[config.mk]
export PLATFORM = sky130hd
export DESIGN_NAME = phys_reg_file_flat
export DESIGN_NICKNAME = d
export VERILOG_FILES = /design/src/source/core_pkg.sv /design/src/source/core_ifs.sv /design/src/source/phys_reg_file.sv /design/src/flat_wrapper.sv
export SDC_FILE = /design/constraint.sdc
export NUM_CORES = 2
export LEC_CHECK = 0
export BUFFER_PORTS_ARGS = -buffer_cell sky130_fd_sc_hd__buf_2
export CORE_UTILIZATION = 58
export CTS_BUF_LIST = sky130_fd_sc_hd__clkbuf_8
export DETAILED_ROUTE_END_ITERATION = 12
export PLACE_DENSITY = 0.74
export SYNTH_ARGS = -nofsm -noshare
export SYNTH_HDL_FRONTEND = slang
export SYNTH_SLANG_ARGS = --single-unit
[constraint.sdc]
create_clock -name clk -period 3.8 [get_ports clk]
set_clock_uncertainty 0.1 [all_clocks]
set_input_delay 0.38 -clock clk [delete_from_list [all_inputs] [get_ports clk]]
set_output_delay 0.38 -clock clk [all_outputs]
set_load 0.01 [all_outputs]
[src/source/core_pkg.sv]
package core_pkg;

    // Datapath width
    localparam int XLEN          = 32;
    localparam int NUM_ARCH_REGS = 32;

    // Window sizes
    localparam int ROB_DEPTH     = 16;
    // One spare physical register per ROB slot
    localparam int NUM_PHYS_REGS = NUM_ARCH_REGS + ROB_DEPTH;
    // Also the sender's starting credit count
    localparam int IQ_DEPTH      = 8;
    localparam int RS_ENTRIES    = 4;

    // Index widths
    localparam int TAG_W         = $clog2(NUM_PHYS_REGS);
    localparam int ROB_ID_W      = $clog2(ROB_DEPTH);

    typedef logic [XLEN-1:0]     word_t;
    typedef logic [4:0]          arch_reg_t;
    typedef logic [TAG_W-1:0]    phys_tag_t;
    typedef logic [ROB_ID_W-1:0] rob_id_t;

endpackage

[src/source/core_ifs.sv]


// Single result bus, no back-pressure
interface cdb_if;
    import core_pkg::*;

    logic      valid;
    phys_tag_t tag;
    rob_id_t   rob_id;
    word_t     value;

    modport drive  (output valid, tag, rob_id, value);
    modport listen (input  valid, tag, rob_id, value);
endinterface

[src/source/phys_reg_file.sv]
module phys_reg_file (
    input  logic                clk,
    input  logic                rst,
    input  core_pkg::phys_tag_t ready_addr1,
    input  core_pkg::phys_tag_t ready_addr2,
    input  core_pkg::phys_tag_t rd_addr1,
    input  core_pkg::phys_tag_t rd_addr2,
    input  logic                alloc_valid,
    input  core_pkg::phys_tag_t alloc_tag,
    output logic                ready1,
    output logic                ready2,
    output core_pkg::word_t     rd_data1,
    output core_pkg::word_t     rd_data2,
    cdb_if.listen               cdb
);
    import core_pkg::*;

    word_t regs  [NUM_PHYS_REGS];
    logic  ready [NUM_PHYS_REGS];

    // Rename-side ready lookup
    assign ready1 = ready[ready_addr1];
    assign ready2 = ready[ready_addr2];

    // Issue-side operand read, p0 hardwired to zero
    assign rd_data1 = (rd_addr1 == '0) ? '0 : regs[rd_addr1];
    assign rd_data2 = (rd_addr2 == '0) ? '0 : regs[rd_addr2];

    always_ff @(posedge clk) begin
        if (rst) begin
            // Mapped registers start ready at zero
            for (int i = 0; i < NUM_PHYS_REGS; i++) begin
                regs[i]  <= '0;
                ready[i] <= 1'b1;
            end
        end else begin
            // A fresh destination waits for its result
            if (alloc_valid) begin
                ready[alloc_tag] <= 1'b0;
            end
            // Tags differ, an allocated tag is never in flight
            if (cdb.valid) begin
                regs[cdb.tag]  <= cdb.value;
                ready[cdb.tag] <= 1'b1;
            end
        end
    end

endmodule

[src/flat_wrapper.sv]
// flat-port wrapper written by rule: the top's interface ports become plain ports
module phys_reg_file_flat import core_pkg::*;
  (clk, rst, ready_addr1, ready_addr2, rd_addr1, rd_addr2, alloc_valid, alloc_tag, ready1, ready2, rd_data1, rd_data2, cdb_valid, cdb_tag, cdb_rob_id, cdb_value);
  cdb_if cdb_i ();
  input  logic clk;
  input  logic rst;
  input  core_pkg::phys_tag_t ready_addr1;
  input  core_pkg::phys_tag_t ready_addr2;
  input  core_pkg::phys_tag_t rd_addr1;
  input  core_pkg::phys_tag_t rd_addr2;
  input  logic alloc_valid;
  input  core_pkg::phys_tag_t alloc_tag;
  output logic ready1;
  output logic ready2;
  output core_pkg::word_t rd_data1;
  output core_pkg::word_t rd_data2;
  input wire logic [$bits(cdb_i.valid)-1:0] cdb_valid;
  input wire logic [$bits(cdb_i.tag)-1:0] cdb_tag;
  input wire logic [$bits(cdb_i.rob_id)-1:0] cdb_rob_id;
  input wire logic [$bits(cdb_i.value)-1:0] cdb_value;
  assign cdb_i.valid = cdb_valid;
  assign cdb_i.tag = cdb_tag;
  assign cdb_i.rob_id = cdb_rob_id;
  assign cdb_i.value = cdb_value;
  phys_reg_file u_core (.clk(clk), .rst(rst), .ready_addr1(ready_addr1), .ready_addr2(ready_addr2), .rd_addr1(rd_addr1), .rd_addr2(rd_addr2), .alloc_valid(alloc_valid), .alloc_tag(alloc_tag), .ready1(ready1), .ready2(ready2), .rd_data1(rd_data1), .rd_data2(rd_data2), .cdb(cdb_i));
endmodule
Yosys cells after proc, flatten, opt, wreduce, memory -nomap -nowiden
Memory sizes are Yosys's and may differ from the RTL's.
Index checks and enable logic that the tools add are counted.
{"block": "op_classes", "reduce_logical": 5, "muxes": 19}
{"op": "$mux W32", "n": 3}
{"op": "$reduce_or A32 Y1", "n": 1}
{"op": "$mux W6", "n": 3}
{"op": "$mux W1", "n": 13}
{"op": "$logic_not A6 Y1", "n": 2}
{"op": "$reduce_or A1 Y1", "n": 2}
{"block": "word_totals", "output_inout_bits": 66, "reg_bits": 0, "in_bits": 76, "memories": 2, "ram_bits": 1584, "elab_cells": 26}
{"memory": "u_core.regs", "depth": 48, "width": 32, "read_ports": 2, "rd_clocked_by_memory_dff": 0, "write_ports": 48, "line": "phys_reg_file.sv:18", "rtl": "word_t regs [NUM_PHYS_REGS];"}
{"memory": "u_core.ready", "depth": 48, "width": 1, "read_ports": 2, "rd_clocked_by_memory_dff": 0, "write_ports": 48, "line": "phys_reg_file.sv:19", "rtl": "logic ready [NUM_PHYS_REGS];"}

Longest topological paths before layout
{"block": "depth", "word_depth": 5, "mapped_depth": 11, "mapped_depth_nobuf": 5}

Worst setup path after synthesis
No wires, ideal clock.
{"block": "synth_path", "path_kind": "input to register", "startpoint": "input cdb_tag[1]", "endpoint": "memory u_core.regs[53][0] (netlist bit), enable pin", "setup_time_ps": 421, "required_ps": 3279, "cell_stages": 4, "path_buffers": 1, "setup_slack_ps": 736, "arrival_time_ps": 2543, "cell_sequence": "nor3b_1 nand3_1 clkbuf_1 nor2_1"}
{"item": "start, declared", "line": "flat_wrapper.sv:18", "rtl": "input wire logic [$bits(cdb_i.tag)-1:0] cdb_tag;"}
{"item": "end, declared", "line": "phys_reg_file.sv:18"}

==> flow_metrics.py <==
metrics = {
    "logic_synthesis": {
        "synth_xor_xnor_area_share_pct": 0,
        "dominantRegCellSynth": "edfxtp_1",
        "synth_compound_area_share_pct": 4.365,
        "ys_warn_count": 0,
        "synth_common_cells": "edfxtp_1 (2048), and2_1 (1541), mux4_2 (1045), clkbuf_1 (446), buf_2 (199)",
        "async_flop_share_pct": 0,
        "synth.net_count": 6858,
        "yosysMostFrequentCell": "edfxtp_1",
        "synth_top_family_by_area": "multiplexers",
        "synthTopCellsByArea": "edfxtp_1 (57%), mux4_2 (22%), and2_1 (8.9%), mux2i_1 (1.6%), clkbuf_1 (1.5%)",
        "synth.avg_cell_area_um2": 15.98,
        "synth_edf_count": 2048,
        "syn_inst": 6782,
        "muxShareOfSynthArea_pct": 23.78,
        "synth_simple_gate_area_share_pct": 10.95,
        "synth_top_cell_area_share_pct": 56.74,
        "syn_area_mm2": 0.1084,
        "synth_area_leader_cell": "edfxtp_1",
        "synth-seq-cells": 2112,
        "synthAdderAreaFrac_pct": 0,
        "ys_seq_area_share_pct": 57.92,
        "yosysUniqueCellTypes": 56,
    },
    "placement": {
        "dpl.hpwl_um": 228600,
        "portBuffers": 137,
        "gp_congestion": 0.9584,
        "placed_area_mm2": 0.1142,
        "dp_slack_ns": -0.08581,
    },
    "min_path": {
        "hold_class": "input port to flip-flop",
        "hold_start": "rst",
    },
    "cts": {
        "cts_root_buf": "clkbuf_8",
        "cts_buffers": 362,
        "ctsLongestPathBuffers": 4,
        "cts_tree": "built",
        "h-tree-depth": 5,
        "path_clk_slew_ns": 0.06,
        "cts.sinks": 2112,
        "insertion_delay_ns": 1.09,
    },
    "setup_path": {
        "cp_slowest_stage_delay_ns": 0.51,
        "cp_data_arrival_time_ns": 3.33,
        "r2r_start": "u_core.ready[61]",
        "crit_path_max_fanout": 2,
        "crit_chain": "mux4_2 -> mux2i_1 -> a32oi_1 -> a22o_1 -> buf_2",
        "path_delay_family": "multiplexers",
        "crit_required_ns": 3.32,
        "crit_type": "flip-flop to output port",
        "startpoint": "u_core.regs[18][5]",
        "cp-end-kind": "output port",
        "cp-start-kind": "flip-flop",
        "crit_buf_inv": 1,
        "crit_slowest_cell": "mux4_2",
        "regToRegSetupSlack_ns": 1.91,
    },
    "grt": {
        "track_usage_pct": 37.62,
        "grt_remaining_overflow": 0,
        "grt_pass1_vias": 69210,
        "antenna_found_initial": 34,
        "grt_pass1_wl_um": 497600,
        "grt_max_degree": 103,
    },
    "floorplan": {
        "coreArea_mm2": 0.1854,
        "die_area_mm2": 0.1886,
        "num_io_pins": 142,
        "die_x_um": 434.3,
        "start_util_pct": 58.45,
        "rows": 158,
        "die_h_um": 434.3,
    },
    "timing": {
        "slew_headroom_pct": 10.25,
        "finalSetupViolations": 4,
        "setup_slack_ns": -0.008804,
        "finalCriticalPeriod_ns": 3.809,
        "hold_viol_final": 0,
        "worst_pin_slew_ns": 1.346,
        "grt_setup_unrepaired": "yes",
        "timing.final.crit_share_pct": 100.2,
        "finalMaxSlewViolations": 0,
        "setup_tns_ns": -0.01838,
        "fmax_mhz": 262.6,
    },
    "routing": {
        "avgRoutedWirePerCell_um": 35.84,
        "routed_wl_um": 352500,
        "drc": 0,
        "dr.pass1.iters": 8,
        "drtIter0Drc": 11650,
        "avgViaCountPerCell": 7.140,
        "ant_nets": 0,
        "vias": 70220,
    },
    "layout": {
        "fin_nets": 7149,
        "fin_area_mm2": 0.1213,
        "syn_to_final_growth_pct": 11.96,
        "drive_above_1_share_pct": 31.35,
    },
    "power_and_ir_drop": {
        "power_mw": 52.08,
        "leakagePower_nw": 41.28,
        "ir_drop_v": 0.0002753,
        "powerDensity_mw_per_mm2": 429.2,
    },
    "run": {
        "maxCapViolCount": 0,
    },
    "outcome": {
        "violations": "negative setup slack",
        "outcome": "finished with violations",
    },
}
## registers in the layout (all words and copies together), names as in the netlist
register / flops
u_core.ready: 64
u_core.regs: 2048
## metrics by stage
stage	util (%)	instances	hold WS, ns
6_report	65.44	9835	0.03386
5_1_grt	65.42	9823	0.08213
4_1_cts	65.38	9810	0.001206
3_5_place_dp	61.60	9132	0.3811
3_3_place_gp	61.60	9132	0.3703
2_1_floorplan	-	6782	0.3562
## layer usage
layer	wire length [um]	up-vias	track usage, %
li1	-	27460	-
met1	118000	35810	48.93
met2	163100	5753	57.26
met3	48560	1178	10.53
met4	22770	18	21.45
met5	120	-	0
## report_power, final
part	internal, mW	switching (mW)	leakage, nW
logic	2.71	3.81	17.9
clock network	9.26	9.35	3.65
registers	26.5	0.484	19.7
## layout make-up
class / instances / area (um2)
sequential: 2112 / 62780
clock buffer: 371 / 5106
timing repair buffer: 651 / 6077
inverter: 4 / 17.52
tap: 2480 / 3103
fill: 12810 / 64090
antenna: 26 / 65.06
multi-input combinational: 3942 / 43090
clock inverter: 249 / 1105
## worst min-delay path, delay by kind of cell
family / cells / cell delay (ns)
AND/OR/NAND/NOR: 2 / 0.29
AO/OA/AOI/OAI: 1 / 0.10
buffers and inverters: 2 / 0.39
## kinds of logic after synthesis
family	count (synthesis)
AO/OA/AOI/OAI	698
buffers and inverters	728
flip-flops	2112
multiplexers	1262
AND/OR/NAND/NOR	1982
## what timing repair did
| action | CTS | global route |
|---|---|---|
| pin swaps | 13 | 5 |
| buffers inserted | 3 | 0 |
| endpoints found under the hold margin | 479 | 0 |
| hold buffers | 57 | 0 |
| endpoints found under the setup margin | 18 | 11 |
| resized for setup | 46 | 13 |
## worst paths after layout
path                                          to  cells past startpoint
worst max register to register  u_core.ready[61]                      4
worst min-delay path            u_core.ready[17]                      5
worst max-delay path                 rd_data1[5]                      5
worst min register to register  u_core.ready[12]                      2
## placed cells by master (no fill, tap or decap), types with 34 or more instances in the layout
| cell type | count |
|---|---|
| a211oi_1 | 42 |
| a22o_1 | 44 |
| a22oi_1 | 39 |
| and2_1 | 1540 |
| buf_12 | 104 |
| buf_2 | 127 |
| buf_4 | 353 |
| clkbuf_8 | 371 |
| clkinv_1 | 82 |
| clkinv_2 | 36 |
| dfxtp_1 | 64 |
| dlygate4sd3_1 | 57 |
| edfxtp_1 | 2048 |
| inv_1 | 124 |
| mux2_2 | 49 |
| mux2i_1 | 167 |
| mux4_2 | 1045 |
| nand2_1 | 106 |
| nor2_1 | 43 |
| nor2_4 | 46 |
| nor2b_1 | 44 |
| o21ai_0 | 166 |
| o21ai_1 | 36 |
| o221ai_1 | 34 |
| o22ai_1 | 169 |
| or2_2 | 51 |
Note: power is estimated with default switching activity, not from simulation.
