`config.mk`:
```
export PLATFORM = sky130hd
export DESIGN_NAME = inst_queue
export DESIGN_NICKNAME = d
export VERILOG_FILES = /design/src/source/core_pkg.sv /design/src/source/isa_pkg.sv /design/src/source/inst_queue.sv
export SDC_FILE = /design/constraint.sdc
export NUM_CORES = 1
export LEC_CHECK = 0
export ABC_AREA = 0
export BUFFER_PORTS_ARGS = -buffer_cell sky130_fd_sc_hd__buf_2
export CORE_AREA = 4 4 163 165
export DETAILED_ROUTE_END_ITERATION = 10
export DIE_AREA = 0 0 167 169
export GPL_ROUTABILITY_DRIVEN = 0
export PLACE_DENSITY = 0.82
export SYNTH_ARGS = -nofsm -noshare
export SYNTH_HDL_FRONTEND = slang
export SYNTH_SLANG_ARGS = --single-unit
```
`constraint.sdc`:
```
create_clock -name clk -period 14.85 [get_ports clk]
set_clock_uncertainty 0.15 [all_clocks]
set_input_delay 2.97 -clock clk [delete_from_list [all_inputs] [get_ports clk]]
set_output_delay 2.97 -clock clk [all_outputs]
set_load 0.01 [all_outputs]
```
`src/source/core_pkg.sv`:
```
package core_pkg;

    // Datapath width
    localparam int XLEN          = 32;
    localparam int NUM_ARCH_REGS = 32;

    // Window sizes
    localparam int ROB_DEPTH     = 16;
    // One spare physical register per ROB slot
    localparam int NUM_PHYS_REGS = NUM_ARCH_REGS + ROB_DEPTH;
    // Also the sender's starting credit count
    localparam int IQ_DEPTH      = 8;
    localparam int RS_ENTRIES    = 4;

    // Index widths
    localparam int TAG_W         = $clog2(NUM_PHYS_REGS);
    localparam int ROB_ID_W      = $clog2(ROB_DEPTH);

    typedef logic [XLEN-1:0]     word_t;
    typedef logic [4:0]          arch_reg_t;
    typedef logic [TAG_W-1:0]    phys_tag_t;
    typedef logic [ROB_ID_W-1:0] rob_id_t;

endpackage

```
`src/source/isa_pkg.sv`:
```
package isa_pkg;

    // ALU opcodes, register forms first
    typedef enum logic [3:0] {
        OP_ADD, OP_SUB, OP_AND, OP_OR, OP_XOR,
        OP_SLL, OP_SRL, OP_SRA, OP_SLT, OP_SLTU,
        // Immediate forms
        OP_ADDI, OP_ANDI, OP_ORI, OP_XORI
    } alu_op_e;

    // Immediate replaces rs2 for these
    function automatic logic uses_imm(input alu_op_e op);
        return (op == OP_ADDI) || (op == OP_ANDI) || (op == OP_ORI) || (op == OP_XORI);
    endfunction

    // Shift amount from low 5 bits of operand b
    function automatic logic [4:0] shamt(input logic [31:0] operand);
        return operand[4:0];
    endfunction

endpackage

```
`src/source/inst_queue.sv`:
```
module inst_queue (
    input  logic                clk,
    input  logic                rst,
    input  logic                in_valid,
    input  isa_pkg::alu_op_e    in_op,
    input  core_pkg::arch_reg_t in_rd,
    input  core_pkg::arch_reg_t in_rs1,
    input  core_pkg::arch_reg_t in_rs2,
    input  core_pkg::word_t     in_imm,
    input  logic                pop,
    output logic                head_valid,
    output isa_pkg::alu_op_e    head_op,
    output core_pkg::arch_reg_t head_rd,
    output core_pkg::arch_reg_t head_rs1,
    output core_pkg::arch_reg_t head_rs2,
    output core_pkg::word_t     head_imm,
    output logic                credit_return
);
    import core_pkg::*;
    import isa_pkg::*;

    // Extra msb tells full from empty
    logic [$clog2(IQ_DEPTH):0] rd_ptr;
    logic [$clog2(IQ_DEPTH):0] wr_ptr;
    logic [$clog2(IQ_DEPTH)-1:0] rd_idx;
    logic [$clog2(IQ_DEPTH)-1:0] wr_idx;

    alu_op_e   q_op  [IQ_DEPTH];
    arch_reg_t q_rd  [IQ_DEPTH];
    arch_reg_t q_rs1 [IQ_DEPTH];
    arch_reg_t q_rs2 [IQ_DEPTH];
    word_t     q_imm [IQ_DEPTH];

    assign rd_idx = rd_ptr[$clog2(IQ_DEPTH)-1:0];
    assign wr_idx = wr_ptr[$clog2(IQ_DEPTH)-1:0];

    assign head_valid = (rd_ptr != wr_ptr);
    assign head_op    = q_op[rd_idx];
    assign head_rd    = q_rd[rd_idx];
    assign head_rs1   = q_rs1[rd_idx];
    assign head_rs2   = q_rs2[rd_idx];
    assign head_imm   = q_imm[rd_idx];

    // Pointers and the credit pulse
    always_ff @(posedge clk) begin
        if (rst) begin
            rd_ptr        <= '0;
            wr_ptr        <= '0;
            credit_return <= 1'b0;
        end else begin
            // Credit rule keeps the sender from overflowing us
            if (in_valid) begin
                wr_ptr <= wr_ptr + 1'b1;
            end
            if (pop) begin
                rd_ptr <= rd_ptr + 1'b1;
            end
            // One credit back per departed entry
            credit_return <= pop;
        end
    end

    // Entry storage
    always_ff @(posedge clk) begin
        if (in_valid) begin
            q_op[wr_idx]  <= in_op;
            q_rd[wr_idx]  <= in_rd;
            q_rs1[wr_idx] <= in_rs1;
            q_rs2[wr_idx] <= in_rs2;
            q_imm[wr_idx] <= in_imm;
        end
    end

endmodule

```
## Yosys cells after proc, flatten, opt, wreduce, memory -nomap -nowiden

Memories as Yosys holds them, arrays and structs flattened. A register that Yosys moved wholly into a read port is not among the register bits.
Index checks and enable logic that the tools add are counted.

- Add/sub/neg operators: 2
- Muxes and demuxes: 12
- Eq/ne operators: 1

Operator list:

| operator | count |
|---|---|
| 3-bit two-way mux | 10 |
| 4-bit by 1-bit adder with 4-bit output (second input constant) | 2 |
| 4-bit inequality test | 1 |
| 1-bit two-way mux | 2 |

- Input bits: 55
- RAM bits: 408
- Bits in registers: 9
- Memories kept: 5

Memories:

| memory | words | bits a word | rd ports | clocked after Yosys merged registers in | wr ports | line | text |
|---|---|---|---|---|---|---|---|
| q_imm | 8 | 32 | 1 | 1 | 1 | inst_queue.sv:32 | `word_t q_imm [IQ_DEPTH];` |
| q_rd | 8 | 5 | 1 | 1 | 1 | inst_queue.sv:29 | `arch_reg_t q_rd [IQ_DEPTH];` |
| q_rs1 | 8 | 5 | 1 | 1 | 1 | inst_queue.sv:30 | `arch_reg_t q_rs1 [IQ_DEPTH];` |
| q_rs2 | 8 | 5 | 1 | 1 | 1 | inst_queue.sv:31 | `arch_reg_t q_rs2 [IQ_DEPTH];` |
| q_op | 8 | 4 | 1 | 1 | 1 | inst_queue.sv:28 | `alu_op_e q_op [IQ_DEPTH];` |

## Depth between registers and ports, before layout

- Depth after elaboration: 3
- Depth in mapped cells: 4
- Mapped depth without buffers: 4

## Least setup slack after synthesis

OpenSTA, ideal clock, no wires.

- Path type: in2reg
- From: input port in_valid
- To: memory q_imm[1][0] (netlist bit), enable pin
- Buffers on the path: 0
- Path slack: 7.612 ns
- Data required time: 14.178 ns
- Arrival time: 6.565 ns
- Stages on the path: 2
- Setup time: 0.522 ns
- Cell sequence: nand2_1 -> nor3_1

- Word-level cells in the longest chain between the ends: 2

Ends and longest elaborated chain:

| what | line | text |
|---|---|---|
| start, declared | inst_queue.sv:4 | `input logic in_valid,` |
| 1-bit two-way mux | inst_queue.sv:65 | `if (in_valid) begin` |
| 1-bit two-way mux (not written as such) | inst_queue.sv:70 | `q_imm[wr_idx] <= in_imm;` |
| end, declared | inst_queue.sv:32 |  |

Every way passes these cells.

==> impl_metrics.py <==
metrics = {
    "outcome": {
        "outcome": "completed",
    },
    "detailed_routing": {
        "ant_nets": 0,
        "drtPass1Iterations": 5,
        "viasPerCell": 6.15,
        "post-route-drc-count": 0,
        "vias": 6985,
        "routed_wl_microns": 30300,
        "wl_per_cell_microns": 26.6,
        "drtIter0Drc": 664,
    },
    "clocking": {
        "clk_latency_ns": 0.51,
        "cts.sinks": 420,
        "postCtsSetupBuffers": 0,
        "clk_path_buf_depth": 3,
        "path_clk_slew_ns": 0.06,
        "cts_tree": "done",
        "cts-root-buf": "clkbuf_16",
        "cts_resized": 0,
        "htree_num_levels": 2,
        "holdBufCountCts": 0,
        "cts_made_buffers": 40,
    },
    "floorplan": {
        "die_h_microns": 169,
        "die-width_microns": 167,
        "num_io_pins": 108,
        "num_rows": 58,
        "initial_core_util": 0.631,
        "dieArea_sq_mm": 0.0282,
        "fp.coreArea_sq_mm": 0.0250,
    },
    "cells_and_area": {
        "nets": 833,
        "drive_gt1_frac": 0.415,
        "stdcell_area_sq_mm": 0.0180,
        "syn_to_final_growth_pct": 13.7,
        "fill_cells": 1429,
        "final_cells": 1136,
    },
    "sta": {
        "finalSetupTns_ns": 0,
        "fmax_mhz": 150,
        "setup_viol": 0,
        "hold_viol": 0,
        "timing.slew.headroom": 0.206,
        "tightest_slew_ns": 1.19,
        "rsz0062_at_grt": "false",
        "drv_slew": 0,
        "post-route-period-util": 0.450,
        "final.min_clock_period_ns": 6.68,
    },
    "power_and_ir_drop": {
        "power_frac_comb": 0.069,
        "ir_drop_mv": 0.123,
        "p_switching_mw": 0.497,
        "p_total_mw": 2.48,
        "power.leakage_nw": 5.73,
        "clockPowerShare": 0.390,
        "switching_share": 0.200,
        "p_per_area_mw_per_mm2": 138,
        "internal_power_mw": 1.99,
        "pwr-share-seq": 0.541,
    },
    "global_routing": {
        "grt_max_degree": 69,
        "grt_pass1_vias": 7618,
        "grt_pass1_wl_microns": 46300,
        "antenna_found_initial": 4,
        "grt_overflow_total": 0,
        "grt_util_all_layers": 0.219,
    },
    "worst_setup_path": {
        "cp-start-kind": "flop",
        "ff2ff_path_depth": 3,
        "critPathSlowestCell": "buf_4",
        "critical-path-max-stage-delay_ns": 1.03,
        "crit_path_end": "head_op[2]",
        "cp_max_fo": 60,
        "r2r-end": "q_imm[4][30]",
        "rrSetupSlack_ns": 12.26,
        "rr_startpoint": "wr_ptr[0]",
        "crit_type": "reg -> out",
        "end_kind": "output pin",
        "crit_chain": "buf_4 -> mux4_2 -> mux2_2 -> buf_2",
        "arrival_ns": 3.56,
        "cp.required_ns": 11.73,
    },
    "place": {
        "port_buffers": 107,
        "hpwl_microns": 15300,
        "placed_area_sq_mm": 0.0167,
        "numPlacedInstances": 1064,
    },
    "synthesis": {
        "synth.area.top_cells": "edfxtp_1 (78%), mux4_2 (15%), mux2_2 (3.6%)",
        "syn_area_per_cell_sq_um": 24.5,
        "ys_seq_area_frac": 0.791,
        "yosysTopAreaCell": "edfxtp_1",
        "ys_types": 22,
        "postSynthCellCount": 645,
        "syn_nets": 702,
        "synth_top_area_frac": 0.775,
        "ys.warnings.count": 0,
        "synth-seq-cells": 420,
        "syn_area_sq_mm": 0.0158,
    },
    "job": {
        "drv_cap": 0,
    },
    "worst_hold_path": {
        "hold_path.class": "reg -> reg",
    },
}
[cell usage in the layout (no fill, tap or decap), types with 3 or more instances in the layout]
cell type	n
dfxtp_1	9
clkinv_2	6
clkbuf_1	10
clkbuf_16	41
xor2_1	3
xnor2_1	5
mux4_2	102
mux2_2	51
nand2b_1	4
nor2_4	6
buf_4	12
bufinv_16	4
nor2_1	7
nand2_1	4
edfxtp_1	408
buf_2	107
clkinv_1	9
[layer usage]
| metal | wire length [microns] | GRT usage |
|---|---|---|
| met1 | 11500 | 0.293 |
| met2 | 16200 | 0.378 |
| met3 | 1940 | 0.0413 |
| met4 | 638 | 0.0559 |
| met5 | 35 | 0 |
[sequential cells by signal (all words and copies together) (netlist names), named ones only]
signal	flops
q_imm	256
q_rd	40
q_rs1	40
q_rs2	40
q_op	32
rd_ptr	4
wr_ptr	4
credit_return	1
[cell type report]
class / count / area [sq um] / area share
Sequential cell: 420 / 12500 / 0.696
Multi-Input combinational cell: 195 / 3180 / 0.177
Clock buffer: 51 / 1060 / 0.0592
Timing Repair Buffer: 119 / 626 / 0.0348
Tap cell: 330 / 413 / 0.0230
Clock inverter: 19 / 184 / 0.0102
Antenna cell: 2 / 5.00 / 0.000278
[worst min-delay path by stage]
stage | end | start | cells after the start | slack [ns]
final | wr_ptr[3] | wr_ptr[3] | 2 | 0.36
after CTS | wr_ptr[3] | wr_ptr[3] | 2 | 0.36
after global routing | wr_ptr[3] | wr_ptr[3] | 2 | 0.39
after detailed placement | wr_ptr[3] | wr_ptr[3] | 2 | 0.35
after floorplan | wr_ptr[3] | wr_ptr[3] | 2 | 0.32
after global placement | wr_ptr[3] | wr_ptr[3] | 2 | 0.34
[per-stage QoR]
step	worst slack [ns]	util	hold WS, ns
after floorplan	7.61	-	0.320
after global placement	8.63	0.668	0.344
after detailed placement	8.57	0.668	0.351
after CTS	8.01	0.718	0.361
after global routing	7.80	0.718	0.391
final	8.17	0.718	0.362
[cell usage after synthesis]
cell type  instances
a21oi_1            2
buf_1              2
buf_2              5
buf_4              1
buf_6              8
clkbuf_1          14
dfxtp_1           12
edfxtp_1         408
ha_1               2
mux2_2            51
mux2i_1            2
mux4_2           102
nand2_1            4
nand2b_1           4
nand4_1            2
nor2_1            13
nor2b_1            1
nor3_1             2
o21ai_0            1
or3_1              1
xnor2_1            5
xor2_1             3
[power by group through the flow]
stage | logic (mW) | registers [mW] | clock network (mW)
floorplan | 0.120 | 1.36 | 0
global route | 0.185 | 1.35 | 1.05
detailed placement | 0.172 | 1.37 | 0
global placement | 0.167 | 1.37 | 0
finish | 0.172 | 1.34 | 0.968
CTS | 0.175 | 1.35 | 0.983
[critical path: cells and delay by family, from the launching register on]
| family | cells | cell delay, ns |
|---|---|---|
| buffers and inverters | 2 | 1.17 |
| flip-flops | 1 | 0.91 |
| multiplexers | 2 | 0.91 |
[cells by family (layout without fill, tap and decap cells)]
family,after synthesis,in the layout,synth area share
other cells,0,2,0
compound gates,3,3,0.000950
simple gates,27,27,0.00784
mux,155,155,0.183
xor+xnor,8,8,0.00443
buf+inv,30,189,0.0116
fa+ha+maj,2,2,0.00158
flops,420,420,0.791
No activity file was read; power rests on OpenSTA's default activity.
