<file path="config.mk">
export PLATFORM = sky130hd
export DESIGN_NAME = reorder_buffer_flat
export DESIGN_NICKNAME = d
export VERILOG_FILES = /design/src/source/core_pkg.sv /design/src/source/core_ifs.sv /design/src/source/reorder_buffer.sv /design/src/flat_wrapper.sv
export SDC_FILE = /design/constraint.sdc
export NUM_CORES = 1
export LEC_CHECK = 0
export BUFFER_PORTS_ARGS = -buffer_cell sky130_fd_sc_hd__buf_2
export CORE_MARGIN = 4
export CORE_UTILIZATION = 45
export CTS_BUF_LIST = sky130_fd_sc_hd__clkbuf_4
export DETAILED_ROUTE_END_ITERATION = 7
export PLACE_DENSITY = 0.62
export REMOVE_ABC_BUFFERS = 1
export SLEW_MARGIN = 10
export SYNTH_ARGS = -nofsm -noshare
export SYNTH_HDL_FRONTEND = slang
export SYNTH_SLANG_ARGS = --single-unit
</file>
<file path="constraint.sdc">
create_clock -name clk -period 9.7 [get_ports clk]
set_input_delay 1.455 -clock clk [delete_from_list [all_inputs] [get_ports clk]]
set_output_delay 1.455 -clock clk [all_outputs]
set_load 0.01 [all_outputs]
</file>
<file path="src/source/core_pkg.sv">
package core_pkg;

    // Datapath width
    localparam int XLEN          = 32;
    localparam int NUM_ARCH_REGS = 32;

    // Window sizes
    localparam int ROB_DEPTH     = 16;
    // One spare physical register per ROB slot
    localparam int NUM_PHYS_REGS = NUM_ARCH_REGS + ROB_DEPTH;
    // Also the sender's starting credit count
    localparam int IQ_DEPTH      = 8;
    localparam int RS_ENTRIES    = 4;

    // Index widths
    localparam int TAG_W         = $clog2(NUM_PHYS_REGS);
    localparam int ROB_ID_W      = $clog2(ROB_DEPTH);

    typedef logic [XLEN-1:0]     word_t;
    typedef logic [4:0]          arch_reg_t;
    typedef logic [TAG_W-1:0]    phys_tag_t;
    typedef logic [ROB_ID_W-1:0] rob_id_t;

endpackage

</file>
<file path="src/source/core_ifs.sv">


// Rename to ROB, ROB hands back its tail slot
interface rob_alloc_if;
    import core_pkg::*;

    logic      valid;
    arch_reg_t rd;
    phys_tag_t new_tag;
    phys_tag_t old_tag;
    rob_id_t   rob_id;
    logic      full;

    modport rename (output valid, rd, new_tag, old_tag, input  rob_id, full);
    modport rob    (input  valid, rd, new_tag, old_tag, output rob_id, full);
endinterface

// Single result bus, no back-pressure
interface cdb_if;
    import core_pkg::*;

    logic      valid;
    phys_tag_t tag;
    rob_id_t   rob_id;
    word_t     value;

    modport drive  (output valid, tag, rob_id, value);
    modport listen (input  valid, tag, rob_id, value);
endinterface

</file>
<file path="src/source/reorder_buffer.sv">
module reorder_buffer (
    input  logic                clk,
    input  logic                rst,
    output logic                commit_valid,
    output core_pkg::arch_reg_t commit_rd,
    output core_pkg::word_t     commit_value,
    output logic                free_valid,
    output core_pkg::phys_tag_t free_tag,
    rob_alloc_if.rob            alloc,
    cdb_if.listen               cdb
);
    import core_pkg::*;

    // Msb is the wrap bit
    logic [ROB_ID_W:0] head_ptr;
    logic [ROB_ID_W:0] tail_ptr;
    rob_id_t           head_idx;
    rob_id_t           tail_idx;
    logic              retire;

    arch_reg_t ent_rd    [ROB_DEPTH];
    phys_tag_t ent_old   [ROB_DEPTH];
    logic      ent_done  [ROB_DEPTH];
    word_t     ent_value [ROB_DEPTH];

    assign head_idx = head_ptr[ROB_ID_W-1:0];
    assign tail_idx = tail_ptr[ROB_ID_W-1:0];

    // Same slot, opposite wrap
    assign alloc.full   = (head_ptr[ROB_ID_W] != tail_ptr[ROB_ID_W]) && (head_idx == tail_idx);
    assign alloc.rob_id = tail_idx;

    // Head leaves once done and occupied
    assign retire     = (head_ptr != tail_ptr) && ent_done[head_idx];
    // Tag goes back at the same edge the slot frees
    assign free_valid = retire;
    assign free_tag   = ent_old[head_idx];

    always_ff @(posedge clk) begin
        if (rst) begin
            head_ptr     <= '0;
            tail_ptr     <= '0;
            commit_valid <= 1'b0;
            for (int i = 0; i < ROB_DEPTH; i++) begin
                ent_done[i] <= 1'b0;
            end
        end else begin
            if (alloc.valid) begin
                ent_done[tail_idx] <= 1'b0;
                tail_ptr           <= tail_ptr + 1'b1;
            end
            // Never the tail slot, that one is empty
            if (cdb.valid) begin
                ent_done[cdb.rob_id] <= 1'b1;
            end
            if (retire) begin
                head_ptr <= head_ptr + 1'b1;
            end
            commit_valid <= retire;
        end
    end

    // Entry payload and registered commit port
    always_ff @(posedge clk) begin
        if (alloc.valid) begin
            ent_rd[tail_idx]  <= alloc.rd;
            ent_old[tail_idx] <= alloc.old_tag;
        end
        if (cdb.valid) begin
            ent_value[cdb.rob_id] <= cdb.value;
        end
        commit_rd    <= ent_rd[head_idx];
        commit_value <= ent_value[head_idx];
    end

endmodule

</file>
<file path="src/flat_wrapper.sv">
// flat-port wrapper written by rule: the top's interface ports become plain ports
module reorder_buffer_flat import core_pkg::*;
  (clk, rst, commit_valid, commit_rd, commit_value, free_valid, free_tag, alloc_valid, alloc_rd, alloc_new_tag, alloc_old_tag, alloc_rob_id, alloc_full, cdb_valid, cdb_tag, cdb_rob_id, cdb_value);
  rob_alloc_if alloc_i ();
  cdb_if cdb_i ();
  input  logic clk;
  input  logic rst;
  output logic commit_valid;
  output core_pkg::arch_reg_t commit_rd;
  output core_pkg::word_t commit_value;
  output logic free_valid;
  output core_pkg::phys_tag_t free_tag;
  input wire logic [$bits(alloc_i.valid)-1:0] alloc_valid;
  input wire logic [$bits(alloc_i.rd)-1:0] alloc_rd;
  input wire logic [$bits(alloc_i.new_tag)-1:0] alloc_new_tag;
  input wire logic [$bits(alloc_i.old_tag)-1:0] alloc_old_tag;
  output wire logic [$bits(alloc_i.rob_id)-1:0] alloc_rob_id;
  output wire logic [$bits(alloc_i.full)-1:0] alloc_full;
  input wire logic [$bits(cdb_i.valid)-1:0] cdb_valid;
  input wire logic [$bits(cdb_i.tag)-1:0] cdb_tag;
  input wire logic [$bits(cdb_i.rob_id)-1:0] cdb_rob_id;
  input wire logic [$bits(cdb_i.value)-1:0] cdb_value;
  assign alloc_i.valid = alloc_valid;
  assign alloc_i.rd = alloc_rd;
  assign alloc_i.new_tag = alloc_new_tag;
  assign alloc_i.old_tag = alloc_old_tag;
  assign alloc_rob_id = alloc_i.rob_id;
  assign alloc_full = alloc_i.full;
  assign cdb_i.valid = cdb_valid;
  assign cdb_i.tag = cdb_tag;
  assign cdb_i.rob_id = cdb_rob_id;
  assign cdb_i.value = cdb_value;
  reorder_buffer u_core (.clk(clk), .rst(rst), .commit_valid(commit_valid), .commit_rd(commit_rd), .commit_value(commit_value), .free_valid(free_valid), .free_tag(free_tag), .alloc(alloc_i), .cdb(cdb_i));
endmodule
</file>
* Word level (Yosys, flattened, before mapping)
Memory sizes are Yosys's and may differ from the RTL's. A register that Yosys moved wholly into a read port is not among the register bits.
Index checks and enable logic that the tools add are counted.
** Storage, ports and cells
- Output and inout bits :: 50
- Memories kept :: 4
- Bits of input ports :: 63
- Bits in registers :: 11
- Memory bits (writable) :: 704
** Cells by class
- Reduce and logical (&&, ||, !) cells :: 4
- Muxes and demuxes :: 20
- Eq/ne operators :: 3
- Add/subtract/negate cells :: 2
** Memories
- u_core.ent_value :: depth 16, bits a word 32, read ports 1, clocked after Yosys merged registers in 1, wr ports 1, RTL line reorder_buffer.sv:24 : word_t ent_value [ROB_DEPTH];
- u_core.ent_old :: depth 16, bits a word 6, read ports 1, clocked after Yosys merged registers in 1, wr ports 1, RTL line reorder_buffer.sv:22 : phys_tag_t ent_old [ROB_DEPTH];
- u_core.ent_rd :: depth 16, bits a word 5, read ports 1, clocked after Yosys merged registers in 1, wr ports 1, RTL line reorder_buffer.sv:21 : arch_reg_t ent_rd [ROB_DEPTH];
- u_core.ent_done :: depth 16, bits a word 1, read ports 1, clocked after Yosys merged registers in 1, wr ports 16, RTL line reorder_buffer.sv:23 : logic ent_done [ROB_DEPTH];
** Operators by type and width (count)
- $mux W4 :: 6
- $mux W1 :: 14
- $add A5 B1 Y5 const B :: 2
- $ne A5 B5 Y1 :: 1
- $eq A4 B4 Y1 :: 1
- $logic_and A1 B1 Y1 :: 2
- $reduce_or A1 Y1 :: 2
- $ne A1 B1 Y1 :: 1

* Longest topological paths before layout
- Word-level depth :: 5
- Depth in mapped cells :: 7
- Gate-level depth less buffers :: 5

* Worst setup path before layout
No wires, ideal clock.
- Path type :: input to register
- From :: in cdb_rob_id[0]
- To :: mem u_core.ent_value[0][0] (netlist name) (enable)
- Arrival :: 4.223 ns
- Path slack :: 5.014 ns
- Stages on the path :: 2
- Required time :: 9.236 ns
- Setup time :: 0.464 ns
- Cell sequence :: or3b_2 -> nor3_1
** RTL lines
- start, declared :: RTL line flat_wrapper.sv:21 : input wire logic [$bits(cdb_i.rob_id)-1:0] cdb_rob_id;
- end, declared :: RTL line reorder_buffer.sv:24
Straight into the memory's write port.

* Worst setup path in the final report
- From :: reg u_core.head_ptr[0]
- To :: out alloc_full
** Between the ends
- Longest elaborated chain between the ends :: 2
** RTL lines
- start, declared :: RTL line reorder_buffer.sv:15 : logic [ROB_ID_W:0] head_ptr;
- start signal, assigned :: RTL line reorder_buffer.sv:57 : head_ptr <= head_ptr + 1'b1;
- $eq A4 B4 Y1 :: RTL line reorder_buffer.sv:30 : assign alloc.full = (head_ptr[ROB_ID_W] != tail_ptr[ROB_ID_W]) && (head_idx == tail_idx);
- $logic_and A1 B1 Y1 :: RTL line reorder_buffer.sv:30
- end, declared :: RTL line flat_wrapper.sv:18 : output wire logic [$bits(alloc_i.full)-1:0] alloc_full;
No other way between the ends.

==> run summary <==
The clock-pin slew reported for the worst setup and hold paths after clock tree synthesis was 0.06 ns; the leakage power figure was 10.5 nW. From synthesis to final layout, the design area changed by 14.4%. The transition time at the pin with the least slew margin was 1.07 ns. The tools report the global router's overall resource usage as 0.184. Wires add up to 60,100 um. The worst hold-check path type is reg -> reg.

The cell area that synthesis handed to floorplanning was 28,300 um2. For the final routed database, the setup TNS stands at 0 ns. The first global-routing pass estimated 91,100 um of wire. The final route contains 14,000 vias.

The number of vias per cell after detailed routing was 5.40; the worst ir drop on vdd was 0.121 mV. STA classifies the critical path endpoint as an output pin. The initial cell density of the core was 0.457; the number of DRC markers after the initial detailed-route iteration was 1,124.

Clock skew on the completed layout was measured at 0.0661 ns. The async set-or-reset flop fraction in the synthesized netlist came out at 0. The final clock period utilization by the worst path is 0.460, and the number of rows in the core area is 91. For the insertion delay to the later sink of the worst-skew pair, the log shows 1.00 ns. Setup violations remaining at the end of the flow were counted as 0. The number of instances in the synthesized netlist is 1,347, and the full die area is 67,000 um2.

The worst setup path is launched from a flip-flop. The count of buffers inserted at the top-level ports is 100. The post-CTS setup repair buffer count was 0; the weighted congestion reported at the end of routability-driven placement was 0.740. Across the run, the number of max-cap violations was 0. The number of nets at the end of the flow came out at 1,658. Once the clock tree was built, the resizer swapped 0 gates to a different size. In this run the remaining antenna-violating nets after routing total 0. The tree built by TritonCTS fans out to 756 sinks. The flow ran to the end, and the final reports show no timing, DRC or antenna violations. The largest fanout of any net on the critical path works out to 46. For this design the top-level I/O count stands at 113. The run gives 0 as the overflow left after global routing.

The most instantiated flip-flop cell in the synthesis netlist is edfxtp_1. The average instance in the mapped netlist occupies 21.0 um2. Data on the critical path arrives at its endpoint at 3.01 ns. The netlist uses 32 different library cells. Before antenna repair, the detailed router went through 5 iterations. Traced cell by cell, the critical path runs through xor2_1 > nor4_1 > nor2b_1 > buf_2.

The H-tree generated during clock tree synthesis spans 4 levels. After layout, the design draws a total of 6.51 mW. The HPWL reported at the end of detailed placement was 30,900 um; the die width was 259 um.

The tools report the part of the Yosys area used for sequential elements as 0.778. Data on the critical path is required at its endpoint by 8.25 ns. For this run, the number of Yosys warnings is 0. The total clock buffers created by CTS came out at 189. Power spread over the standard cell area amounts to 201 nW/um2. TritonCTS built the clock tree. After detailed routing, the number of remaining DRC violations is 0. The via count of the first global-routing pass is 15,100, and the initial antenna violation count is 7. After clock tree synthesis, the flow added hold-fix buffers numbering 0. The delay of the slowest cell on the worst path is 0.98 ns. In this run the clock root is driven by a clkbuf_4. The achievable frequency was 224 MHz. The area inside the core boundary is 61,900 um2. Subtracting the final worst setup slack from the clock period gives 4.46 ns.

Count of final hold-check violations: 0. The slowest stage of the critical path is the dfxtp_4 cell. The type of the worst setup path is reg -> out.

Share of post-route cells with drive strength above 1: 0.376. The maximum number of pins on one net before global-route repair came out at 79. The run gives 0.287 as the remaining max-slew budget at the tightest pin. After detailed routing, the average wire length per cell comes to 23.3 um. The final number of max-transition violations is 0, and the die boundary height is 259 um.

Setup repair after global routing left no endpoint under its margin. The clock passes through at most 3 buffers. The synthesized design contains 688 enable-type register cells. The count of state elements after synthesis is 756, and the number of filler instances in the final layout is 5,031.
[power breakdown]
group          internal (mW)  switching, mW  total (mW)
Combinational         0.0547          0.104       0.158
Sequential              3.61         0.0172        3.63
Clock                   1.47           1.25        2.72
Total                   5.14           1.37        6.51
[path summary, 6_finish.rpt]
path | start | to | cells after the start | slack [ns]
worst max register to register | u_core.head_ptr[0]$_SDFFE_PP0P_ | u_core.commit_value[18]$_DFF_P_ | 6 | 5.85
worst min register to register | u_core.ent_done[4]$_DFF_P_ | u_core.ent_done[4]$_DFF_P_ | 2 | 0.49
worst max-delay path | u_core.head_ptr[0]$_SDFFE_PP0P_ | alloc_full | 4 | 5.24
worst min-delay path | u_core.ent_done[4]$_DFF_P_ | u_core.ent_done[4]$_DFF_P_ | 2 | 0.49
[state kept, by name, summed over array words and instances (netlist names), named ones only]
name                 flops
u_core.commit_value     32
u_core.ent_old          96
u_core.ent_done         16
u_core.tail_ptr          5
u_core.ent_value       512
u_core.commit_rd         5
u_core.head_ptr          5
u_core.commit_valid      1
u_core.ent_rd           80
[stage by stage]
step / util / hold slack, ns / area, um2 / std cells / setup WS, ns
floorplan: - / 0.451 / 27900 / 1271 / 1.30
global placement: 0.481 / 0.461 / 29800 / 2236 / 5.68
detailed placement: 0.481 / 0.475 / 29800 / 2236 / 5.70
CTS: 0.523 / 0.487 / 32400 / 2581 / 5.04
global route: 0.523 / 0.526 / 32400 / 2582 / 4.78
finish: 0.523 / 0.486 / 32400 / 2584 / 5.24
[routing by layer]
metal / part of all wire / up-vias / track usage / wire [um]
met2: 0.51 / 429 / 0.310 / 30700
li1: - / 6131 / - / -
met1: 0.41 / 7291 / 0.234 / 24700
met4: 0.019 / 2 / 0.0633 / 1160
met5: 0.00022 / - / 0 / 13
met3: 0.059 / 102 / 0.0484 / 3560
[cells in the mapped netlist, types with 2 or more instances]
| cell | count | area [um2] |
|---|---|---|
| a211oi_1 | 37 | 278 |
| a21o_1 | 3 | 22.5 |
| a21oi_1 | 21 | 105 |
| a22oi_2 | 2 | 25.0 |
| a31oi_1 | 37 | 231 |
| and3_1 | 3 | 18.8 |
| buf_1 | 2 | 7.51 |
| buf_2 | 17 | 85.1 |
| buf_4 | 13 | 97.6 |
| clkbuf_1 | 43 | 161 |
| dfxtp_1 | 68 | 1360 |
| edfxtp_1 | 688 | 20700 |
| ha_1 | 5 | 62.6 |
| inv_1 | 20 | 75.1 |
| mux2i_1 | 2 | 20.0 |
| mux4_2 | 182 | 4100 |
| nand2_1 | 90 | 338 |
| nand2b_1 | 2 | 12.5 |
| nand3_1 | 8 | 40.0 |
| nand3b_1 | 2 | 15.0 |
| nor2_1 | 38 | 143 |
| nor2b_1 | 44 | 275 |
| nor3_1 | 4 | 20.0 |
| xnor2_1 | 3 | 26.3 |
| xor2_1 | 6 | 52.6 |
[kinds of logic after synthesis]
group | count (synthesis) | synth area share
simple gates | 195 | 0.0314
mux | 184 | 0.146
compound gates | 102 | 0.0245
flops | 756 | 0.778
buf+inv | 96 | 0.0155
fa+ha+maj | 5 | 0.00221
xor+xnor | 9 | 0.00279
[worst max-delay path: cells and delay by family, from the launching register on]
kind	cells	cell delay [ns]
xor gates and xnor gates	1	0.16
buffers and inverters	1	0.16
DFF	1	0.98
and+or+nand+nor	2	0.76
[layout by cell type, fill, tap and decap left out, types with 28 or more instances in the layout]
master / netlist / routed
buf_2: 17 / 100
a211oi_1: 37 / 37
clkbuf_4: 0 / 302
a31oi_1: 37 / 37
dfxtp_1: 68 / 63
mux4_2: 182 / 182
edfxtp_1: 688 / 688
nor2b_1: 44 / 44
nand2_1: 90 / 90
buf_4: 13 / 28
[cell type report]
cell class	count	area [um2]	area share
well taps	837	1050	0.0323
diodes	3	7.51	0.000232
repair buffers	128	711	0.0219
flip-flops and latches	756	22000	0.680
inverters	20	75.1	0.00232
clock buffers	302	2270	0.0700
multi-input cells	495	5950	0.184
clock inverters	43	288	0.00889
Note: power is estimated with default switching activity, not from simulation.
