<file path="src/source/core_pkg.sv">
package core_pkg;

    // Datapath width
    localparam int XLEN          = 32;
    localparam int NUM_ARCH_REGS = 32;

    // Window sizes
    localparam int ROB_DEPTH     = 16;
    // One spare physical register per ROB slot
    localparam int NUM_PHYS_REGS = NUM_ARCH_REGS + ROB_DEPTH;
    // Also the sender's starting credit count
    localparam int IQ_DEPTH      = 8;
    localparam int RS_ENTRIES    = 4;

    // Index widths
    localparam int TAG_W         = $clog2(NUM_PHYS_REGS);
    localparam int ROB_ID_W      = $clog2(ROB_DEPTH);

    typedef logic [XLEN-1:0]     word_t;
    typedef logic [4:0]          arch_reg_t;
    typedef logic [TAG_W-1:0]    phys_tag_t;
    typedef logic [ROB_ID_W-1:0] rob_id_t;

endpackage

</file>
<file path="src/source/isa_pkg.sv">
package isa_pkg;

    // ALU opcodes, register forms first
    typedef enum logic [3:0] {
        OP_ADD, OP_SUB, OP_AND, OP_OR, OP_XOR,
        OP_SLL, OP_SRL, OP_SRA, OP_SLT, OP_SLTU,
        // Immediate forms
        OP_ADDI, OP_ANDI, OP_ORI, OP_XORI
    } alu_op_e;

    // Immediate replaces rs2 for these
    function automatic logic uses_imm(input alu_op_e op);
        return (op == OP_ADDI) || (op == OP_ANDI) || (op == OP_ORI) || (op == OP_XORI);
    endfunction

    // Shift amount from low 5 bits of operand b
    function automatic logic [4:0] shamt(input logic [31:0] operand);
        return operand[4:0];
    endfunction

endpackage

</file>
<file path="src/source/core_ifs.sv">
// Rename to reservation station
interface dispatch_if;
    import core_pkg::*;
    import isa_pkg::*;

    logic      valid;
    alu_op_e   op;
    word_t     imm;
    phys_tag_t dst;
    phys_tag_t src1;
    phys_tag_t src2;
    logic      src1_rdy;
    logic      src2_rdy;
    rob_id_t   rob_id;

    modport rename (output valid, op, imm, dst, src1, src2, src1_rdy, src2_rdy, rob_id);
    modport issue  (input  valid, op, imm, dst, src1, src2, src1_rdy, src2_rdy, rob_id);
endinterface

// Rename to ROB, ROB hands back its tail slot
interface rob_alloc_if;
    import core_pkg::*;

    logic      valid;
    arch_reg_t rd;
    phys_tag_t new_tag;
    phys_tag_t old_tag;
    rob_id_t   rob_id;
    logic      full;

    modport rename (output valid, rd, new_tag, old_tag, input  rob_id, full);
    modport rob    (input  valid, rd, new_tag, old_tag, output rob_id, full);
endinterface


</file>
<file path="src/source/rename_unit.sv">
module rename_unit (
    input  logic                clk,
    input  logic                rst,
    input  logic                head_valid,
    input  isa_pkg::alu_op_e    head_op,
    input  core_pkg::arch_reg_t head_rd,
    input  core_pkg::arch_reg_t head_rs1,
    input  core_pkg::arch_reg_t head_rs2,
    input  core_pkg::word_t     head_imm,
    input  logic                iq_full,
    input  logic                free_valid,
    input  core_pkg::phys_tag_t free_tag,
    input  logic                prf_ready1,
    input  logic                prf_ready2,
    output logic                pop,
    output core_pkg::phys_tag_t prf_ready_addr1,
    output core_pkg::phys_tag_t prf_ready_addr2,
    dispatch_if.rename          disp,
    rob_alloc_if.rename         alloc
);
    import core_pkg::*;
    import isa_pkg::*;

    // Speculative map, arch reg to phys tag
    phys_tag_t rat [NUM_ARCH_REGS];

    // Free tags ring; never empty while ROB has room
    phys_tag_t free_fifo [ROB_DEPTH];
    rob_id_t   fl_rd_ptr;
    rob_id_t   fl_wr_ptr;
    phys_tag_t new_tag;
    phys_tag_t src1_tag;
    phys_tag_t src2_tag;

    // Stall on either downstream full
    assign pop      = head_valid && !iq_full && !alloc.full;
    assign new_tag  = free_fifo[fl_rd_ptr];
    assign src1_tag = rat[head_rs1];
    assign src2_tag = rat[head_rs2];

    // Ready bits looked up in the PRF this cycle
    assign prf_ready_addr1 = src1_tag;
    assign prf_ready_addr2 = src2_tag;

    assign disp.valid    = pop;
    assign disp.op       = head_op;
    assign disp.imm      = head_imm;
    assign disp.dst      = new_tag;
    assign disp.src1     = src1_tag;
    assign disp.src2     = src2_tag;
    assign disp.src1_rdy = prf_ready1;
    // Immediate ops never wait on rs2
    assign disp.src2_rdy = uses_imm(head_op) || prf_ready2;
    assign disp.rob_id   = alloc.rob_id;

    assign alloc.valid   = pop;
    assign alloc.rd      = head_rd;
    assign alloc.new_tag = new_tag;
    // x0 keeps tag 0, so its new tag is the one freed at commit
    assign alloc.old_tag = (head_rd == '0) ? new_tag : rat[head_rd];

    always_ff @(posedge clk) begin
        if (rst) begin
            // Identity map, upper tags free
            for (int i = 0; i < NUM_ARCH_REGS; i++) begin
                rat[i] <= phys_tag_t'(i);
            end
            for (int i = 0; i < ROB_DEPTH; i++) begin
                free_fifo[i] <= phys_tag_t'(NUM_ARCH_REGS + i);
            end
            fl_rd_ptr <= '0;
            fl_wr_ptr <= '0;
        end else begin
            if (pop) begin
                fl_rd_ptr <= fl_rd_ptr + 1'b1;
                if (head_rd != '0) begin
                    rat[head_rd] <= new_tag;
                end
            end
            // Writes land on slots already consumed
            if (free_valid) begin
                free_fifo[fl_wr_ptr] <= free_tag;
                fl_wr_ptr            <= fl_wr_ptr + 1'b1;
            end
        end
    end

endmodule

</file>
<file path="src/flat_wrapper.sv">
// flat-port wrapper written by rule: the top's interface ports become plain ports
module rename_unit_flat import core_pkg::*; import isa_pkg::*;
  (clk, rst, head_valid, head_op, head_rd, head_rs1, head_rs2, head_imm, iq_full, free_valid, free_tag, prf_ready1, prf_ready2, pop, prf_ready_addr1, prf_ready_addr2, disp_valid, disp_op, disp_imm, disp_dst, disp_src1, disp_src2, disp_src1_rdy, disp_src2_rdy, disp_rob_id, alloc_valid, alloc_rd, alloc_new_tag, alloc_old_tag, alloc_rob_id, alloc_full);
  dispatch_if disp_i ();
  rob_alloc_if alloc_i ();
  input  logic clk;
  input  logic rst;
  input  logic head_valid;
  input  isa_pkg::alu_op_e head_op;
  input  core_pkg::arch_reg_t head_rd;
  input  core_pkg::arch_reg_t head_rs1;
  input  core_pkg::arch_reg_t head_rs2;
  input  core_pkg::word_t head_imm;
  input  logic iq_full;
  input  logic free_valid;
  input  core_pkg::phys_tag_t free_tag;
  input  logic prf_ready1;
  input  logic prf_ready2;
  output logic pop;
  output core_pkg::phys_tag_t prf_ready_addr1;
  output core_pkg::phys_tag_t prf_ready_addr2;
  output wire logic [$bits(disp_i.valid)-1:0] disp_valid;
  output wire logic [$bits(disp_i.op)-1:0] disp_op;
  output wire logic [$bits(disp_i.imm)-1:0] disp_imm;
  output wire logic [$bits(disp_i.dst)-1:0] disp_dst;
  output wire logic [$bits(disp_i.src1)-1:0] disp_src1;
  output wire logic [$bits(disp_i.src2)-1:0] disp_src2;
  output wire logic [$bits(disp_i.src1_rdy)-1:0] disp_src1_rdy;
  output wire logic [$bits(disp_i.src2_rdy)-1:0] disp_src2_rdy;
  output wire logic [$bits(disp_i.rob_id)-1:0] disp_rob_id;
  output wire logic [$bits(alloc_i.valid)-1:0] alloc_valid;
  output wire logic [$bits(alloc_i.rd)-1:0] alloc_rd;
  output wire logic [$bits(alloc_i.new_tag)-1:0] alloc_new_tag;
  output wire logic [$bits(alloc_i.old_tag)-1:0] alloc_old_tag;
  input wire logic [$bits(alloc_i.rob_id)-1:0] alloc_rob_id;
  input wire logic [$bits(alloc_i.full)-1:0] alloc_full;
  assign disp_valid = disp_i.valid;
  assign disp_op = disp_i.op;
  assign disp_imm = disp_i.imm;
  assign disp_dst = disp_i.dst;
  assign disp_src1 = disp_i.src1;
  assign disp_src2 = disp_i.src2;
  assign disp_src1_rdy = disp_i.src1_rdy;
  assign disp_src2_rdy = disp_i.src2_rdy;
  assign disp_rob_id = disp_i.rob_id;
  assign alloc_valid = alloc_i.valid;
  assign alloc_rd = alloc_i.rd;
  assign alloc_new_tag = alloc_i.new_tag;
  assign alloc_old_tag = alloc_i.old_tag;
  assign alloc_i.rob_id = alloc_rob_id;
  assign alloc_i.full = alloc_full;
  rename_unit u_core (.clk(clk), .rst(rst), .head_valid(head_valid), .head_op(head_op), .head_rd(head_rd), .head_rs1(head_rs1), .head_rs2(head_rs2), .head_imm(head_imm), .iq_full(iq_full), .free_valid(free_valid), .free_tag(free_tag), .prf_ready1(prf_ready1), .prf_ready2(prf_ready2), .pop(pop), .prf_ready_addr1(prf_ready_addr1), .prf_ready_addr2(prf_ready_addr2), .disp(disp_i), .alloc(alloc_i));
endmodule
</file>
<file path="config.mk">
export PLATFORM = sky130hd
export DESIGN_NAME = rename_unit_flat
export DESIGN_NICKNAME = d
export VERILOG_FILES = /design/src/source/core_pkg.sv /design/src/source/isa_pkg.sv /design/src/source/core_ifs.sv /design/src/source/rename_unit.sv /design/src/flat_wrapper.sv
export SDC_FILE = /design/constraint.sdc
export NUM_CORES = 1
export LEC_CHECK = 0
export BUFFER_PORTS_ARGS = -buffer_cell sky130_fd_sc_hd__buf_4
export CAP_MARGIN = 20
export CORE_MARGIN = 5
export CORE_UTILIZATION = 40
export DETAILED_ROUTE_END_ITERATION = 6
export HOLD_SLACK_MARGIN = 0.03
export PLACE_DENSITY = 0.61
export SLEW_MARGIN = 20
export SYNTH_ARGS = -nofsm -noshare
export SYNTH_HDL_FRONTEND = slang
export SYNTH_SLANG_ARGS = --single-unit
</file>
<file path="constraint.sdc">
create_clock -name clk -period 2.9 [get_ports clk]
set_input_delay 0.145 -clock clk [delete_from_list [all_inputs] [get_ports clk]]
set_output_delay 0.145 -clock clk [all_outputs]
set_load 0.1 [all_outputs]
</file>
* After elaboration in Yosys (flattened, before gate mapping) *
Memory sizes are Yosys's and may differ from the RTL's. A register that Yosys moved wholly into a read port is not among the register bits.
Index checks and enable logic that the tools add are counted.

cells by class
  add/sub/neg operators = 2
  eq/ne operators = 4
  mux-type cells = 18
  reductions and logical operators = 12

operators by type and width
  operator                                                        number
  6-bit 2-to-1 mux                                                3
  4-bit == test (second input constant)                           4
  4-bit 2-to-1 mux                                                3
  6-bit OR reduction                                              2
  1-bit 2-to-1 mux                                                11
  4-bit by 1-bit adder with 4-bit output (second input constant)  2
  5-bit zero test                                                 1
  5-bit 2-to-1 mux                                                1
  5-bit nonzero test                                              1
  1-bit logical OR                                                4
  1-bit logical AND                                               2
  1-bit zero test                                                 2

word-level totals
  register bits = 8
  RAM bits = 288
  input bits = 69
  output and inout bits = 92
  word-level logic and storage cells = 40
  memories kept = 2

memory list
  name              depth  bits a word  rd ports  clocked after Yosys merged registers in  wr ports  line               source
  u_core.rat        32     6            3         0                                        32        rename_unit.sv:25  phys_tag_t rat [NUM_ARCH_REGS];
  u_core.free_fifo  16     6            1         1                                        16        rename_unit.sv:28  phys_tag_t free_fifo [ROB_DEPTH];

* Depth between registers and ports, before layout *
  depth in word-level cells = 8
  gate-level depth with buffers = 8
  depth with buffers taken out = 5

* Worst setup path before layout *
OpenSTA, ideal clock, no wires.

  path type = in2out
  start point = in iq_full
  end point = out disp_valid
  data arrival time = 3381 ps
  data required time = 2755 ps
  path slack = -626 ps
  stages on the path = 2
  cells stage by stage = nor3b_1 > buf_4

on the way
  cells in the longest elaborated chain, start to end = 3

ends and longest elaborated chain
  item                             line                source
  start, declared                  flat_wrapper.sv:14  input logic iq_full;
  1-bit zero test                  rename_unit.sv:36   assign pop = head_valid && !iq_full && !alloc.full;
  1-bit logical AND (2 in series)  rename_unit.sv:36
  end, declared                    flat_wrapper.sv:22  output wire logic [$bits(disp_i.valid)-1:0] disp_valid;

No other way between the ends.

==> key figures <==
STA
  • Tcrit/Tclk final: 98.2%
  • Worst Tran Pin Value: 0.663 ns
  • Hold slack final: 0.0685 ns
  • Upper clock frequency limit: 351 MHz
  • Number of setup violations in the final report: 0
  • Hold Violations, Final: 0
  • Setup repair after global routing missed its margin: yes
  • Max Clock Skew: 0.0398 ns
  • Min cycle time layout: 2.85 ns
  • Final-report max-slew violation count: 0
  • Max-slew headroom at the worst pin: 55.8%

Logic synthesis
  • Synthesized instance count: 1,264
  • Mean instance size in the synthesized netlist: 13.9 sq um
  • Cell Area, Synth: 17,500 sq um
  • Combinational family with the most area after synthesis: multiplexers
  • Adder-Cell Fraction of Synth Area: 0.357%
  • Proportion of synthesized area in mux cells: 24.7%
  • Fraction of synthesis flops using an asynchronous set or reset pin: 0%
  • Post-synthesis sequential area ratio: 50.7%
  • Most used DFF post-synth: edfxtp_1
  • Number of enable flip-flop cells after synthesis: 288
  • Share of the synthesized area in compound gates (AO/OA/AOI/OAI): 3.72%
  • Yosys warns: 0
  • Post-synthesis xor/xnor area fraction: 0.350%
  • Library cells used by synthesis: 53
  • Basic-gate share of the synthesized area counting and, or, nand and nor cells: 13.9%
  • FF+latch count, synth: 300

Critical path
  • Data arrival time at the worst-slack endpoint: 2.70 ns
  • Required time of the critical path: 2.76 ns
  • Worst Setup End Kind: output port
  • Critical path class: register to output port
  • Category of the worst setup path launch point: register
  • Largest driver fanout on the critical path: 6

Outcome
  • Run status: completed

Final layout
  • Synthesis-to-layout area growth: 14.6%
  • Share of final-layout standard cells stronger than drive strength 1: 35.9%
  • Post-route cell area: 20,100 sq um
  • Sequential Area: 8890 sq um
  • Final net count: 1,384
  • Number of antenna diodes: 0
  • Layout fillers: 3,742
  • Multi-input combinational cell area: 7590 sq um

Power and ir drop
  • Max rail drop VDD: 659 uV
  • PD cells: 578 nW/um^2
  • Pleak: 6.67 nW

Global route
  • Maximum number of pins on one net before global-route repair: 51
  • Number of global-route vias before repair: 11.4k
  • GRT overflow: 0
  • Antenna violations before repair: 0
  • Wire length of the first global-routing pass: 76,500 um
  • GRT Total Usage: 21.5%

Routing
  • Average wire per cell in the routed design: 27.0 um
  • Post-route DRC: 0
  • First-iteration detailed-routing DRC count: 1,309
  • Routed WL: 51,900 um
  • Number of routed nets with antenna violations: 0
  • First drt pass iteration count: 6
  • Via density per instance: 6.07
  • Via total after detailed routing: 11.6k

Placement
  • Post-DP Area: 18,500 sq um
  • Port Buffer Count: 84
  • Final weighted congestion of routability-driven global placement: 0.979
  • Post-DP HPWL: 36,400 um

Floorplan
  • Die area: 48,100 sq um
  • Count of boundary I/O pins: 161
  • Starting Density: 40.5%
  • Placeable Area: 43,300 sq um
  • Number of core rows: 76
  • Width of the die: 219 um
  • Vertical die dimension: 219 um

Clocking
  • Insertion delay to the later sink of the worst-skew pair: 0.54 ns
  • Total number of H-tree levels: 2
  • Clock-pin slew on the worst setup and hold paths: 0.06 ns
  • Clock net sink count: 300
  • CTS max path bufs: 3
  • TritonCTS clock tree: built
  • Root buffer cell: clkbuf_16
  • Number of CTS-inserted buffers: 36

Run
  • Number of max-cap violations: 0

Hold path
  • Hold Path Class: input port to register
-- sequential cells by signal (all words and copies together) (netlist names), named ones only --
name / flops
u_core.fl_rd_ptr: 4
u_core.fl_wr_ptr: 4
u_core.free_fifo: 96
u_core.rat: 192
-- critical path: stages, from the launching register on --
cell	delay [ns]
dfxtp_4	0.41
buf_12	0.14
mux4_1	0.54
a22o_1	0.28
a221oi_4	0.22
buf_12	0.16
a21oi_1	0.16
buf_6	0.26
-- synthesized netlist by cell type, types with 2 or more instances --
library cell / count / area, sq um
nand3_1: 18 / 90.1
mux4_1: 11 / 289
inv_1: 7 / 26.3
nand3b_1: 2 / 15.0
mux4_2: 157 / 3540
buf_1: 10 / 37.5
nor2_2: 29 / 181
a211oi_1: 4 / 30.0
nor3b_1: 4 / 30.0
mux2i_1: 50 / 500
and3_1: 51 / 319
nor3_1: 8 / 40.0
buf_2: 30 / 150
o22ai_1: 5 / 31.3
nand2_1: 119 / 447
ha_1: 5 / 62.6
buf_6: 13 / 146
nor4_1: 4 / 25.0
a22o_1: 6 / 52.6
inv_2: 2 / 7.51
edfxtp_1: 288 / 8650
o21ai_0: 3 / 15.0
xnor2_1: 2 / 17.5
buf_4: 71 / 533
xor2_1: 5 / 43.8
nand2b_1: 46 / 288
dfxtp_1: 12 / 240
a22oi_1: 26 / 195
clkbuf_1: 45 / 169
nor2b_1: 6 / 37.5
a21oi_1: 8 / 40.0
and2_1: 6 / 37.5
a221oi_4: 6 / 158
or2_2: 51 / 319
and4_1: 5 / 43.8
nor2_1: 114 / 428
a21o_1: 2 / 15.0
nand4_1: 3 / 18.8
o21a_1: 12 / 90.1
o2bb2ai_1: 2 / 17.5
nand3_2: 4 / 40.0
-- cell type report --
| cell class | instances | share of cell area, % |
|---|---|---|
| Sequential cell | 300 | 44.2 |
| Multi-Input combinational cell | 789 | 37.8 |
| Timing Repair Buffer | 174 | 8.26 |
| Clock buffer | 41 | 4.68 |
| Tap cell | 585 | 3.64 |
| Clock inverter | 20 | 1.24 |
| Inverter | 9 | 0.168 |
-- final timing paths --
kind | from | endpoint | slack, ns | depth (start not counted)
max | register | alloc_old_tag[1] | 0.05 | 7
min | free_tag[4] | u_core.free_fifo[13][4]$_SDFFCE_PN0P_ | 0.07 | 2
max reg2reg | register | u_core.rat[17][0]$_SDFFCE_PN1P_ | 0.33 | 8
min reg2reg | u_core.fl_rd_ptr[3]$_SDFFE_PP0P_ | u_core.fl_rd_ptr[3]$_SDFFE_PP0P_ | 0.54 | 2
-- per-stage QoR --
stage	utilization (%)	std cells	power (mW)	TNS [ns]	worst slack, ns
after detailed placement	42.7	1828	6.95	0	0.191
final	46.4	1918	11.6	0	0.0523
after global placement	42.7	1828	6.93	0	0.166
after floorplan	-	1269	6.66	-0.603	-0.128
after CTS	46.3	1916	11.6	0	0.00733
after global routing	46.4	1918	11.9	-0.0186	-0.00634
-- cells in the final DEF, fill, tap and decap left out, types with 26 or more instances in the layout --
cell | netlist | final
nand2b_1 | 46 | 46
and3_1 | 51 | 51
mux2i_1 | 50 | 50
or2_2 | 51 | 51
nor2_2 | 29 | 29
buf_4 | 71 | 135
clkbuf_16 | 0 | 38
a22oi_1 | 26 | 26
edfxtp_1 | 288 | 288
nand2_1 | 119 | 119
mux4_2 | 157 | 157
nor2_1 | 114 | 114
-- report_power, final --
part           switching, mW  internal [mW]
registers             0.0670           4.84
clock network           1.83           2.78
logic                   1.40          0.692
-- per-layer routing --
| metal | part of all wire, % | track usage, % |
|---|---|---|
| met5 | 0 | 0 |
| met4 | 3.2 | 6.13 |
| met3 | 10 | 4.61 |
| met2 | 48 | 35.1 |
| met1 | 39 | 29.2 |
-- timing repair --
item / 4_1_cts / 5_1_grt
cloned: 2 / 1
buffers inserted: 18 / 1
gates resized for setup: 7 / 13
endpoints found under the setup margin: 16 / 13
endpoints found under the hold margin: 39 / 0
hold buffers: 7 / 0
-- logic make-up after synthesis --
family / count (synthesis)
AND/OR/NAND/NOR: 478
other: 1
XOR/XNOR: 7
multiplexers: 218
flip-flops: 300
adder cells (fa/ha/maj): 5
AO/OA/AOI/OAI: 75
buffers and inverters: 180
Power figures use the tool's default switching activity.
